`src/logic/xip_pkg.sv`:
```
package xip_pkg;

    // flash side address and transfer sizing
    localparam int ADDR_W     = 24;                 // 16 MB flash window
    localparam int BYTE_CNT_W = 10;                 // up to 256 beats of 4 bytes, minus one

    // standard read command
    localparam logic [7:0] OPCODE_READ = 8'h03;

    // AXI encodings
    localparam logic [1:0] BURST_INCR  = 2'b01;
    localparam logic [2:0] SIZE_WORD   = 3'b010;    // 4 bytes per beat
    localparam logic [1:0] RESP_OKAY   = 2'b00;
    localparam logic [1:0] RESP_SLVERR = 2'b10;

    // bit positions in the error vector
    localparam int ERR_BURST = 2;                   // burst type other than INCR
    localparam int ERR_ALIGN = 1;                   // address not word aligned
    localparam int ERR_SIZE  = 0;                   // beat size other than 4 bytes

    // Outgoing SPI frame. The engine fills it through the command view
    // and shifts it out MSB first through the word view.
    typedef union packed
    {
        struct packed
        {
            logic [7:0]        opcode;              // sent first
            logic [ADDR_W-1:0] addr;                // big endian on the wire
        } cmd;
        logic [31:0] word;                          // shift view
    } spi_frame_u;

endpackage
```
`src/logic/spi_xip_top.sv`:
```
module spi_xip_top
#(
    parameter int SCK_DIV = 4
)
(
    input  logic           amba_clk,
    input  logic           amba_resetn,

    // AR channel
    input  logic [31:0]    s_axi_araddr_i,
    input  logic [1:0]     s_axi_arburst_i,
    input  logic [7:0]     s_axi_arlen_i,
    input  logic [2:0]     s_axi_arsize_i,
    input  logic           s_axi_arvalid_i,
    output logic           s_axi_arready_o,

    // R channel
    output logic [31:0]    s_axi_rdata_o,
    output logic [1:0]     s_axi_rresp_o,
    output logic           s_axi_rlast_o,
    output logic           s_axi_rvalid_o,
    input  logic           s_axi_rready_i,

    // flash pins, mode 0
    output logic           spi_ss_o,
    output logic           spi_sck_o,
    output logic           spi_mosi_o,
    input  logic           spi_miso_i,

    output logic [2:0]     xip_err_o
);

    logic                              cmd_start;
    logic [xip_pkg::ADDR_W-1:0]        cmd_addr;
    logic [xip_pkg::BYTE_CNT_W-1:0]    cmd_bytes;
    logic                              err_start;
    logic [7:0]                        err_beats;
    logic                              resp_idle;
    logic                              byte_valid;
    logic [7:0]                        byte_data;
    logic                              byte_last;
    logic                              word_hold;

    xip_ar_capture u_ar_capture
    (
        .amba_clk        (amba_clk),
        .amba_resetn     (amba_resetn),
        .s_axi_araddr_i  (s_axi_araddr_i),
        .s_axi_arburst_i (s_axi_arburst_i),
        .s_axi_arlen_i   (s_axi_arlen_i),
        .s_axi_arsize_i  (s_axi_arsize_i),
        .s_axi_arvalid_i (s_axi_arvalid_i),
        .s_axi_arready_o (s_axi_arready_o),
        .resp_idle_i     (resp_idle),
        .cmd_start_o     (cmd_start),
        .cmd_addr_o      (cmd_addr),
        .cmd_bytes_o     (cmd_bytes),
        .err_start_o     (err_start),
        .err_beats_o     (err_beats),
        .xip_err_o       (xip_err_o)
    );

    spi_read_engine #(.SCK_DIV(SCK_DIV)) u_read_engine
    (
        .amba_clk     (amba_clk),
        .amba_resetn  (amba_resetn),
        .cmd_start_i  (cmd_start),
        .cmd_addr_i   (cmd_addr),
        .cmd_bytes_i  (cmd_bytes),
        .word_hold_i  (word_hold),
        .byte_valid_o (byte_valid),
        .byte_data_o  (byte_data),
        .byte_last_o  (byte_last),
        .spi_ss_o     (spi_ss_o),
        .spi_sck_o    (spi_sck_o),
        .spi_mosi_o   (spi_mosi_o),
        .spi_miso_i   (spi_miso_i)
    );

    rdata_packer u_packer
    (
        .amba_clk       (amba_clk),
        .amba_resetn    (amba_resetn),
        .byte_valid_i   (byte_valid),
        .byte_data_i    (byte_data),
        .byte_last_i    (byte_last),
        .err_start_i    (err_start),
        .err_beats_i    (err_beats),
        .word_hold_o    (word_hold),
        .resp_idle_o    (resp_idle),
        .s_axi_rdata_o  (s_axi_rdata_o),
        .s_axi_rresp_o  (s_axi_rresp_o),
        .s_axi_rlast_o  (s_axi_rlast_o),
        .s_axi_rvalid_o (s_axi_rvalid_o),
        .s_axi_rready_i (s_axi_rready_i)
    );

endmodule

```
`src/logic/rdata_packer.sv`:
```
module rdata_packer
(
    input  logic           amba_clk,
    input  logic           amba_resetn,

    input  logic           byte_valid_i,
    input  logic [7:0]     byte_data_i,
    input  logic           byte_last_i,
    input  logic           err_start_i,
    input  logic [7:0]     err_beats_i,

    output logic           word_hold_o,
    output logic           resp_idle_o,

    output logic [31:0]    s_axi_rdata_o,
    output logic [1:0]     s_axi_rresp_o,
    output logic           s_axi_rlast_o,
    output logic           s_axi_rvalid_o,
    input  logic           s_axi_rready_i
);

    logic [31:0]    word_q;
    logic [1:0]     lane_cnt;       // next byte lane, lowest address first
    logic           rvalid_q;
    logic           rlast_q;
    logic           err_active;     // sending SLVERR beats
    logic [7:0]     err_cnt;        // error beats left minus one
    logic           idle_q;
    logic           r_fire;

    assign r_fire = rvalid_q & s_axi_rready_i;

    always_ff @(posedge amba_clk or negedge amba_resetn)
    begin
        if (!amba_resetn)
        begin
            lane_cnt   <= '0;
            rvalid_q   <= 1'b0;
            rlast_q    <= 1'b0;
            err_active <= 1'b0;
            err_cnt    <= '0;
            idle_q     <= 1'b1;
        end
        else if (err_start_i)
        begin
            err_active <= 1'b1;
            err_cnt    <= err_beats_i;
            rvalid_q   <= 1'b1;     // first error beat right away
            idle_q     <= 1'b0;
        end
        else if (err_active)
        begin
            if (r_fire)
            begin
                if (err_cnt == '0)
                begin
                    err_active <= 1'b0;
                    rvalid_q   <= 1'b0;
                    idle_q     <= 1'b1;
                end
                else
                begin
                    err_cnt <= err_cnt - 1'b1;
                end
            end
        end
        else
        begin
            if (byte_valid_i)
            begin
                lane_cnt <= lane_cnt + 1'b1;
                idle_q   <= 1'b0;
                if (lane_cnt == 2'd3)
                begin
                    rvalid_q <= 1'b1;       // word complete
                    rlast_q  <= byte_last_i;
                end
            end
            if (r_fire)
            begin
                rvalid_q <= 1'b0;
                if (rlast_q)
                    idle_q <= 1'b1;
            end
        end
    end

    always_ff @(posedge amba_clk)
    begin
        if (byte_valid_i)
            word_q[{lane_cnt, 3'b000} +: 8] <= byte_data_i;
    end

    assign word_hold_o    = rvalid_q;       // engine waits at next byte boundary
    assign resp_idle_o    = idle_q;
    assign s_axi_rvalid_o = rvalid_q;
    assign s_axi_rdata_o  = err_active ? 32'h0 : word_q;
    assign s_axi_rresp_o  = err_active ? xip_pkg::RESP_SLVERR : xip_pkg::RESP_OKAY;
    assign s_axi_rlast_o  = err_active ? (err_cnt == '0) : rlast_q;

    a_r_stable: assert property (@(posedge amba_clk) disable iff (!amba_resetn)
        s_axi_rvalid_o && !s_axi_rready_i |=>
            s_axi_rvalid_o && $stable(s_axi_rdata_o) && $stable(s_axi_rresp_o)
            && $stable(s_axi_rlast_o));

endmodule

```
`src/logic/spi_read_engine.sv`:
```
module spi_read_engine
#(
    parameter int SCK_DIV = 4                       // even, at least 2
)
(
    input  logic                              amba_clk,
    input  logic                              amba_resetn,

    input  logic                              cmd_start_i,
    input  logic [xip_pkg::ADDR_W-1:0]        cmd_addr_i,
    input  logic [xip_pkg::BYTE_CNT_W-1:0]    cmd_bytes_i,
    input  logic                              word_hold_i,

    output logic                              byte_valid_o,
    output logic [7:0]                        byte_data_o,
    output logic                              byte_last_o,

    output logic                              spi_ss_o,
    output logic                              spi_sck_o,
    output logic                              spi_mosi_o,
    input  logic                              spi_miso_i
);

    localparam int HALF  = SCK_DIV / 2;
    localparam int DIV_W = $clog2(SCK_DIV);

    localparam logic [2:0] ST_IDLE  = 3'd0;
    localparam logic [2:0] ST_FRAME = 3'd1;         // opcode and address out
    localparam logic [2:0] ST_GAP   = 3'd2;         // byte boundary, hold check
    localparam logic [2:0] ST_DATA  = 3'd3;
    localparam logic [2:0] ST_DONE  = 3'd4;

    logic [2:0]                        state;
    logic [DIV_W-1:0]                  div_cnt;     // position inside one bit cell
    logic [4:0]                        bit_cnt;
    logic [xip_pkg::BYTE_CNT_W-1:0]    byte_cnt;    // bytes left minus one
    xip_pkg::spi_frame_u               frame_q;
    logic [7:0]                        rx_shift;
    logic                              sck_q;
    logic                              ss_q;
    logic                              byte_valid_q;
    logic                              byte_last_q;
    logic                              rise_tick;
    logic                              fall_tick;
    logic                              bit_end;

    assign rise_tick = div_cnt == DIV_W'(HALF - 1);
    assign fall_tick = div_cnt == DIV_W'(SCK_DIV - 1);
    assign bit_end   = (state == ST_FRAME) ? (bit_cnt == 5'd31) : (bit_cnt == 5'd7);

    always_ff @(posedge amba_clk or negedge amba_resetn)
    begin
        if (!amba_resetn)
        begin
            state        <= ST_IDLE;
            div_cnt      <= '0;
            bit_cnt      <= '0;
            byte_cnt     <= '0;
            sck_q        <= 1'b0;
            ss_q         <= 1'b1;
            byte_valid_q <= 1'b0;
        end
        else
        begin
            byte_valid_q <= 1'b0;
            case (state)
                ST_IDLE:
                begin
                    if (cmd_start_i)
                    begin
                        ss_q     <= 1'b0;
                        div_cnt  <= '0;
                        bit_cnt  <= '0;
                        byte_cnt <= cmd_bytes_i;
                        state    <= ST_FRAME;
                    end
                end
                ST_FRAME, ST_DATA:
                begin
                    if (rise_tick)
                    begin
                        sck_q   <= 1'b1;
                        div_cnt <= div_cnt + 1'b1;
                        if (state == ST_DATA && bit_cnt == 5'd7)
                        begin
                            byte_valid_q <= 1'b1;
                            if (byte_cnt == '0)
                                state <= ST_DONE;   // flash already sampled, cut the pulse
                        end
                    end
                    else if (fall_tick)
                    begin
                        sck_q   <= 1'b0;
                        div_cnt <= '0;
                        if (bit_end)
                        begin
                            bit_cnt <= '0;
                            state   <= ST_GAP;
                            if (state == ST_DATA)
                                byte_cnt <= byte_cnt - 1'b1;
                        end
                        else
                        begin
                            bit_cnt <= bit_cnt + 1'b1;
                        end
                    end
                    else
                    begin
                        div_cnt <= div_cnt + 1'b1;
                    end
                end
                ST_GAP:
                begin
                    if (!word_hold_i)       // packer has room for the next byte
                        state <= ST_DATA;
                end
                ST_DONE:
                begin
                    // drop sck first, release chip select a cycle later
                    if (sck_q)
                    begin
                        sck_q <= 1'b0;
                    end
                    else
                    begin
                        ss_q  <= 1'b1;
                        state <= ST_IDLE;
                    end
                end
                default:
                begin
                    state <= ST_IDLE;
                end
            endcase
        end
    end

    always_ff @(posedge amba_clk)
    begin
        if (state == ST_IDLE && cmd_start_i)
        begin
            frame_q.cmd.opcode <= xip_pkg::OPCODE_READ;
            frame_q.cmd.addr   <= cmd_addr_i;
        end
        else if (state == ST_FRAME && fall_tick)
        begin
            frame_q.word <= {frame_q.word[30:0], 1'b0};  // next bit on falling edge
        end
        if (state == ST_DATA && rise_tick)
        begin
            rx_shift    <= {rx_shift[6:0], spi_miso_i};   // MSB first
            byte_last_q <= byte_cnt == '0;
        end
    end

    assign spi_ss_o     = ss_q;
    assign spi_sck_o    = sck_q;
    assign spi_mosi_o   = (state == ST_FRAME) ? frame_q.word[31] : 1'b0;
    assign byte_valid_o = byte_valid_q;
    assign byte_data_o  = rx_shift;
    assign byte_last_o  = byte_last_q;

    // capture must wait for the previous transaction to end
    a_start_ss_high: assert property (@(posedge amba_clk) disable iff (!amba_resetn)
        cmd_start_i |-> spi_ss_o);

endmodule

```
`src/logic/xip_ar_capture.sv`:
```
module xip_ar_capture
(
    input  logic                              amba_clk,
    input  logic                              amba_resetn,

    input  logic [31:0]                       s_axi_araddr_i,
    input  logic [1:0]                        s_axi_arburst_i,
    input  logic [7:0]                        s_axi_arlen_i,
    input  logic [2:0]                        s_axi_arsize_i,
    input  logic                              s_axi_arvalid_i,
    output logic                              s_axi_arready_o,

    input  logic                              resp_idle_i,
    output logic                              cmd_start_o,
    output logic [xip_pkg::ADDR_W-1:0]        cmd_addr_o,
    output logic [xip_pkg::BYTE_CNT_W-1:0]    cmd_bytes_o,
    output logic                              err_start_o,
    output logic [7:0]                        err_beats_o,
    output logic [2:0]                        xip_err_o
);

    logic                          cmd_full;        // one command held
    logic                          cmd_is_err;      // held command is unsupported
    logic [xip_pkg::ADDR_W-1:0]    cmd_addr_q;
    logic [7:0]                    cmd_len_q;       // arlen of held command
    logic                          resp_pending;    // issued, response not finished yet
    logic                          resp_idle_d;
    logic [2:0]                    err_q;
    logic [2:0]                    ar_err;
    logic                          ar_fire;
    logic                          issue;

    assign ar_fire = s_axi_arvalid_i & ~cmd_full;
    assign issue   = cmd_full & resp_idle_i & ~resp_pending;

    always_comb
    begin
        ar_err                     = '0;
        ar_err[xip_pkg::ERR_BURST] = s_axi_arburst_i != xip_pkg::BURST_INCR;
        ar_err[xip_pkg::ERR_ALIGN] = s_axi_araddr_i[1:0] != 2'b00;
        ar_err[xip_pkg::ERR_SIZE]  = s_axi_arsize_i != xip_pkg::SIZE_WORD;
    end

    always_ff @(posedge amba_clk or negedge amba_resetn)
    begin
        if (!amba_resetn)
        begin
            cmd_full     <= 1'b0;
            cmd_is_err   <= 1'b0;
            resp_pending <= 1'b0;
            resp_idle_d  <= 1'b1;
            err_q        <= '0;
        end
        else
        begin
            resp_idle_d <= resp_idle_i;
            err_q       <= ar_fire ? ar_err : 3'b000;    // one cycle pulse
            if (ar_fire)
            begin
                cmd_full   <= 1'b1;
                cmd_is_err <= |ar_err;
            end
            else if (issue)
            begin
                cmd_full <= 1'b0;
            end
            // the packer's idle rising again means the last response is done
            if (issue)
                resp_pending <= 1'b1;
            else if (resp_idle_i && !resp_idle_d)
                resp_pending <= 1'b0;
        end
    end

    always_ff @(posedge amba_clk)
    begin
        if (ar_fire)
        begin
            cmd_addr_q <= s_axi_araddr_i[xip_pkg::ADDR_W-1:0];
            cmd_len_q  <= s_axi_arlen_i;
        end
    end

    assign s_axi_arready_o = ~cmd_full;
    assign cmd_start_o     = issue & ~cmd_is_err;
    assign err_start_o     = issue & cmd_is_err;
    assign cmd_addr_o      = cmd_addr_q;
    assign cmd_bytes_o     = xip_pkg::BYTE_CNT_W'({cmd_len_q, 2'b11});  // 4*(arlen+1)-1
    assign err_beats_o     = cmd_len_q;
    assign xip_err_o       = err_q;

    // the packer leaves idle right after an error start
    a_err_busy: assert property (@(posedge amba_clk) disable iff (!amba_resetn)
        err_start_o |=> !resp_idle_i);

endmodule

```
`config.mk`:
```
export PLATFORM = sky130hd
export DESIGN_NAME = spi_xip_top
export DESIGN_NICKNAME = d
export VERILOG_FILES = /design/src/logic/xip_pkg.sv /design/src/logic/spi_xip_top.sv /design/src/logic/rdata_packer.sv /design/src/logic/spi_read_engine.sv /design/src/logic/xip_ar_capture.sv
export SDC_FILE = /design/constraint.sdc
export NUM_CORES = 1
export LEC_CHECK = 0
export BUFFER_PORTS_ARGS = -buffer_cell sky130_fd_sc_hd__buf_2
export CORE_AREA = 2 2 112 114
export CTS_CLUSTER_SIZE = 10
export DETAILED_ROUTE_END_ITERATION = 10
export DIE_AREA = 0 0 114 116
export PLACE_DENSITY = 0.8
export RECOVER_POWER = 100
export SLEW_MARGIN = 30
export SYNTH_ARGS = -nofsm -noshare
export SYNTH_HDL_FRONTEND = slang
export SYNTH_SLANG_ARGS = --single-unit
```
`constraint.sdc`:
```
create_clock -name amba_clk -period 5.1 [get_ports amba_clk]
set_clock_uncertainty 0.15 [all_clocks]
set_input_delay 1.02 -clock amba_clk [delete_from_list [all_inputs] [get_ports amba_clk]]
set_output_delay 1.02 -clock amba_clk [all_outputs]
set_load 0.005 [all_outputs]
```
=== Word-level counts from Yosys, hierarchy flattened ===
Cells that the tools add are included.

* $add $sub $neg: 6
* Eq/ne operators: 25
* Shifts and indexed selects: 2
* Mux-type cells: 68
* Bitwise operators: 11
* Reductions and logical operators: 33

{| class="wikitable"
|+ Operator list
! cell !! number
|-
| 10-bit 2-to-1 mux || 5
|-
| 24-bit 2-to-1 mux || 2
|-
| 32-bit bitwise mux || 1
|-
| 1-bit 2-to-1 mux || 32
|-
| 32-bit 2-to-1 mux || 1
|-
| 8-bit 2-to-1 mux || 4
|-
| 8-bit by 7-bit variable shift with 32-bit output (first input constant) || 1
|-
| 8-bit by 7-bit indexed part select with 32-bit output || 1
|-
| 3-bit 2-to-1 mux || 9
|-
| 5-bit 2-to-1 mux || 4
|-
| 10-bit one-hot mux with 2 select lines || 1
|-
| 2-bit nonzero test || 9
|-
| 3-bit inequality test (second input constant) || 4
|-
| 3-bit one-hot mux with 4 select lines || 1
|-
| 4-bit AND reduction || 3
|-
| 10-bit zero test || 1
|-
| 2-bit by 1-bit inequality test with 1-bit output (second input constant) || 5
|-
| 5-bit one-hot mux with 2 select lines || 1
|-
| 10-bit by 1-bit subtractor with 10-bit output (second input constant) || 1
|-
| 3-bit AND reduction || 3
|-
| 8-bit zero test || 1
|-
| 2-bit 2-to-1 mux || 4
|-
| 2-bit inequality test (second input constant) || 4
|-
| 8-bit by 1-bit subtractor with 8-bit output (second input constant) || 1
|-
| 25 further kinds || 46
|}

* Register bits after elaboration: 149
* Bits of input ports: 50

=== Depth between registers and ports, before layout ===
* Depth in word-level cells: 6
* Gate-level depth with buffers: 8

=== Hierarchy ===
A second synthesis with hierarchy kept.

* Cells, all modules: 570
* Area total of the unflattened synthesis: 6612.6 um^2

{| class="wikitable"
|+ By module, submodules not included
! module !! times used !! cells an instance !! area an instance (um^2) !! sequential area each (um^2)
|-
| spi_read_engine || 1 || 303 || 3002.9 || 1727.9
|-
| rdata_packer || 1 || 198 || 2297.2 || 1312.5
|-
| xip_ar_capture || 1 || 69 || 1312.5 || 1137.3
|}

=== Worst setup path before layout ===
Ideal clock, no wire load.

* Kind: reg2reg
* Start point: register u_packer.idle_q, in the netlist u_packer.resp_idle_o
* End point: register u_read_engine.frame_q[0] in the netlist's numbering, enable pin
* Library setup time: 0.381 ns
* Arrival time: 2.261 ns
* Required time: 4.569 ns
* Setup slack: 2.308 ns
* Cell stages (with the launch flop): 7
* Path buffers: 2
* Clock period less this slack: 2.792 ns
* Cells stage by stage: dfstp_2 > nand3b_4 > or4_4 > or2_2 > clkbuf_1 > buf_2 > nand2_1

* Cells in the longest elaborated chain, start to end: 5

{| class="wikitable"
|+ Ends and longest elaborated chain
! what !! line !! source
|-
| start, declared || rdata_packer.sv:28 || <nowiki>logic idle_q;</nowiki>
|-
| start signal, assigned || rdata_packer.sv:42 || <nowiki>idle_q <= 1'b1;</nowiki>
|-
| start signal, assigned || rdata_packer.sv:49 || <nowiki>idle_q <= 1'b0;</nowiki>
|-
| start signal, assigned || rdata_packer.sv:59 || <nowiki>idle_q <= 1'b1;</nowiki>
|-
| 1-bit AND (2 in series) || xip_ar_capture.sv:34 || <nowiki>assign issue = cmd_full & resp_idle_i & ~resp_pending;</nowiki>
|-
| 1-bit AND || xip_ar_capture.sv:85 || <nowiki>assign cmd_start_o = issue & ~cmd_is_err;</nowiki>
|-
| 1-bit logical AND || spi_read_engine.sv:140 || <nowiki>if (state == ST_IDLE && cmd_start_i)</nowiki>
|-
| 2-bit nonzero test (no line) || -- ||
|-
| end, declared || spi_read_engine.sv:37 || <nowiki>xip_pkg::spi_frame_u frame_q;</nowiki>
|}

Every way passes these cells.
A chain may end at the register's enable or synchronous reset.

=== Worst setup path in the final report ===
* Start point: register u_read_engine.state[1]
* End point: register u_read_engine.frame_q[17] in the netlist's numbering, enable pin

* Cells in the longest elaborated chain, start to end: 3

{| class="wikitable"
|+ Ends and longest elaborated chain
! what !! line !! source
|-
| start, declared || spi_read_engine.sv:33 || <nowiki>logic [2:0] state;</nowiki>
|-
| start signal, assigned || spi_read_engine.sv:55 || <nowiki>state <= ST_IDLE;</nowiki>
|-
| start signal, assigned || spi_read_engine.sv:75 || <nowiki>state <= ST_FRAME;</nowiki>
|-
| start signal, assigned || spi_read_engine.sv:88 || <nowiki>state <= ST_DONE;</nowiki>
|-
| 3-bit by 1-bit == test with 1-bit output / 3-bit zero test (equally long branches) || spi_read_engine.sv:145, spi_read_engine.sv:140 ||
|-
| 1-bit logical AND, on equally long branches || spi_read_engine.sv:145, spi_read_engine.sv:140 ||
|-
| 2-bit nonzero test (no line) * || -- ||
|}

Mark *: on every way between the ends. The rest lies on a longest branch, timed or not.

==> flow_summary.yaml <==
status:
  status: "complete, but fails checks"
  violations: "capacitance limit, slew limit"
logic_synthesis:
  synth_area_leader_cell: "edfxtp_1"
  synth_edf_count: 97
  ys.flop_type: "edfxtp_1"
  synth.yosys.seq_area_share_pct: 64.7
  synth_seq_cells: 149
  synth_area_per_cell_um2: 11.5
  synth_common_cells: "109 x nand2_1, 97 x edfxtp_1, 41 x dfrtp_1, 37 x nor2b_1, 33 x a21oi_1"
  syn_nets: 622
  synth_top_area_share_pct: 45.1
  synth-async-reset-ratio_pct: 29.5
  synth_area_leaders: "edfxtp_1 45%, dfrtp_1 16%, nand2_1 6.3%"
  yosys_warnings: 0
  netlist_instances: 559
  synth_area_um2: 6450
  synth.most_common_cell: "nand2_1"
  synth_cell_types: 55
layout:
  drive_gt1_share_pct: 13.7
  fin_nets: 701
  instances_no_fill: 798
  diodes: 0
  multi_input_area_um2: 2090
  seqCellArea_um2: 4180
  fillers: 907
  syn_to_final_growth_pct: 16.6
power:
  irDropWorstVdd_v: 0.000309
  pwr_density_cell_nw_per_um2: 371
  leakagePower_uw: 0.00300
clock_network:
  hold_buffers: 0
  cts_buffers: 17
  htreeDepth: 4
  cts_tree: "built"
  root_buffer: "clkbuf_16"
  clkSlewWorstSetupHoldPaths_ns: 0.06
  cts_sinks: 149
  clk_latency_ns: 0.42
  clock_path_buffers: 2
  cts_resized: 0
  post_cts_buffers: 0
global_route:
  antenna_found_initial: 0
  grt.busiest_layer: "met2"
  grt_pass1_wl_mm: 19.7
  grt.met2_usage_pct: 31.9
  grtUsageMet3_pct: 5.96
  grt_use_met1_pct: 24.1
  grt_max_degree: 45
  grt_pass1_vias: 4185
  grt_usage_pct: 19.3
  grt-ovfl-total: 0
place:
  numPortBuffers: 83
  gp_congestion: 0.850
  placedCellCount: 766
  place_ws_ns: 2.12
  dp_hpwl_mm: 7.94
setup_path:
  endpoint_kind: "flop"
  timing.rr.end: "u_read_engine.frame_q[17]"
  reg2regPathDepth: 3
  critPathMaxFanout: 29
  cp.arrival_ns: 3.32
  cp.required_ns: 4.85
  rrSetupSlack_ns: 1.53
  crit_type: "reg -> reg"
  reg2reg_from: "u_read_engine.state[1]"
  start_kind: "flop"
detailed_routing:
  viasPerCell: 5.36
  drc_errors: 0
  detail-route-antenna-nets: 0
  dr.pass1.iters: 5
  wl_mm: 11.8
  drt_iter0_drc: 344
  vias: 4279
  wire_per_inst_um: 14.8
die:
  core_area_um2: 11900
  dieArea_um2: 13200
  die-width_um: 114
  start_util_pct: 54.2
  rows: 40
  num_io_pins: 93
  dieHeight_um: 116
sta:
  maxSlewViolCount: 109
  min_period_over_period_pct: 69.9
  rsz0062_at_grt: "no"
  hold_viol: 0
  timing.slew.headroom_pct: -53.1
  fin_ws_ns: 1.53
  timing.hold.ws_ns: 0.244
  fmax_mhz: 280
  finalSetupViolCount: 0
  min_period_ns: 3.57
  worstMarginPinSlew_ns: 2.30
  tns_ns: 0
min_path:
  holdPathEnd: "u_ar_capture.resp_idle_d"
  min_path_type: "reg -> reg"
  holdPathStages: 0
  holdCritStartpoint: "u_packer.resp_idle_o"
job:
  maxCapViolCount: 3
-- final cells by class --
cell class	count	area share [%]
Multi-Input combinational cell	373	27.7
Tap cell	147	2.44
Clock inverter	15	3.01
Sequential cell	149	55.5
Clock buffer	17	5.65
Timing Repair Buffer	84	5.00
Inverter	13	0.648
-- through the flow --
stage	utilization, %	cell area, um^2	total power, uW
3_5_place_dp	58.4	6960	1460
2_1_floorplan	-	6450	1410
6_report	63.2	7520	2790
4_1_cts	63.9	7610	2810
3_3_place_gp	58.4	6950	1440
5_1_grt	63.2	7520	2880
-- power by group --
part / internal [uW] / switching, uW
sequential: 1310 / 25.7
clock: 872 / 488
combinational: 50.8 / 50.8
total: 2230 / 565
-- kinds of logic (layout without fill, tap and decap cells) --
group           after synthesis  in the layout  share of synthesized area [%]
xor+xnor                      8              8                           1.09
simple gates                272            272                           21.6
flops                       149            149                           64.7
other cells                   1              1                         0.0581
fa+ha+maj                    13             13                           2.52
compound gates               76             76                           7.02
mux                           3              3                          0.524
buf+inv                      37            129                           2.42
-- state kept, by name (all words and copies together) (netlist names), 2 cells and up --
register                   count
u_ar_capture.xip_err_o         3
u_packer.lane_cnt              2
u_read_engine.frame_q         32
u_ar_capture.cmd_addr_o       24
u_read_engine.state            3
u_read_engine.bit_cnt          5
u_packer.word_q               32
u_ar_capture.err_beats_o       8
u_packer.err_cnt               8
u_read_engine.byte_data_o      8
u_read_engine.div_cnt          2
u_read_engine.byte_cnt        10
-- cells in the final DEF (no fill, tap or decap), drive strengths merged, types with 15 or more instances in the layout --
cell type,n
nand2,109
edfxtp,97
a21oi,33
nor2b,37
buf,42
and2,29
dfrtp,41
nor2,29
nand3,15
o21ai,19
clkbuf,59
inv,17
-- worst max-delay path by stage --
stage	from	to	depth (start not counted)
after floorplan	u_packer.resp_idle_o	u_read_engine.frame_q[0]	6
after global placement	u_packer.resp_idle_o	u_read_engine.frame_q[17]	4
after detailed placement	u_packer.resp_idle_o	u_read_engine.frame_q[17]	4
after CTS	u_read_engine.state[2]	spi_mosi_o	3
after global routing	u_read_engine.state[1]	u_read_engine.frame_q[15]	3
final	u_read_engine.state[1]	u_read_engine.frame_q[17]	3
-- worst max-delay path, stage by stage, from the launching register on --
cell and delay, ns:
dfrtp_1 0.59, or4_1 0.28, or2_0 1.04, nand2_1 0.98
-- layer usage --
layer / up-vias / routed length, um
met4: 0 / 223
li1: 2093 / -
met2: 164 / 5630
met5: - / 0
met1: 2000 / 5130
met3: 22 / 843
(Power assumes the default switching activity.)
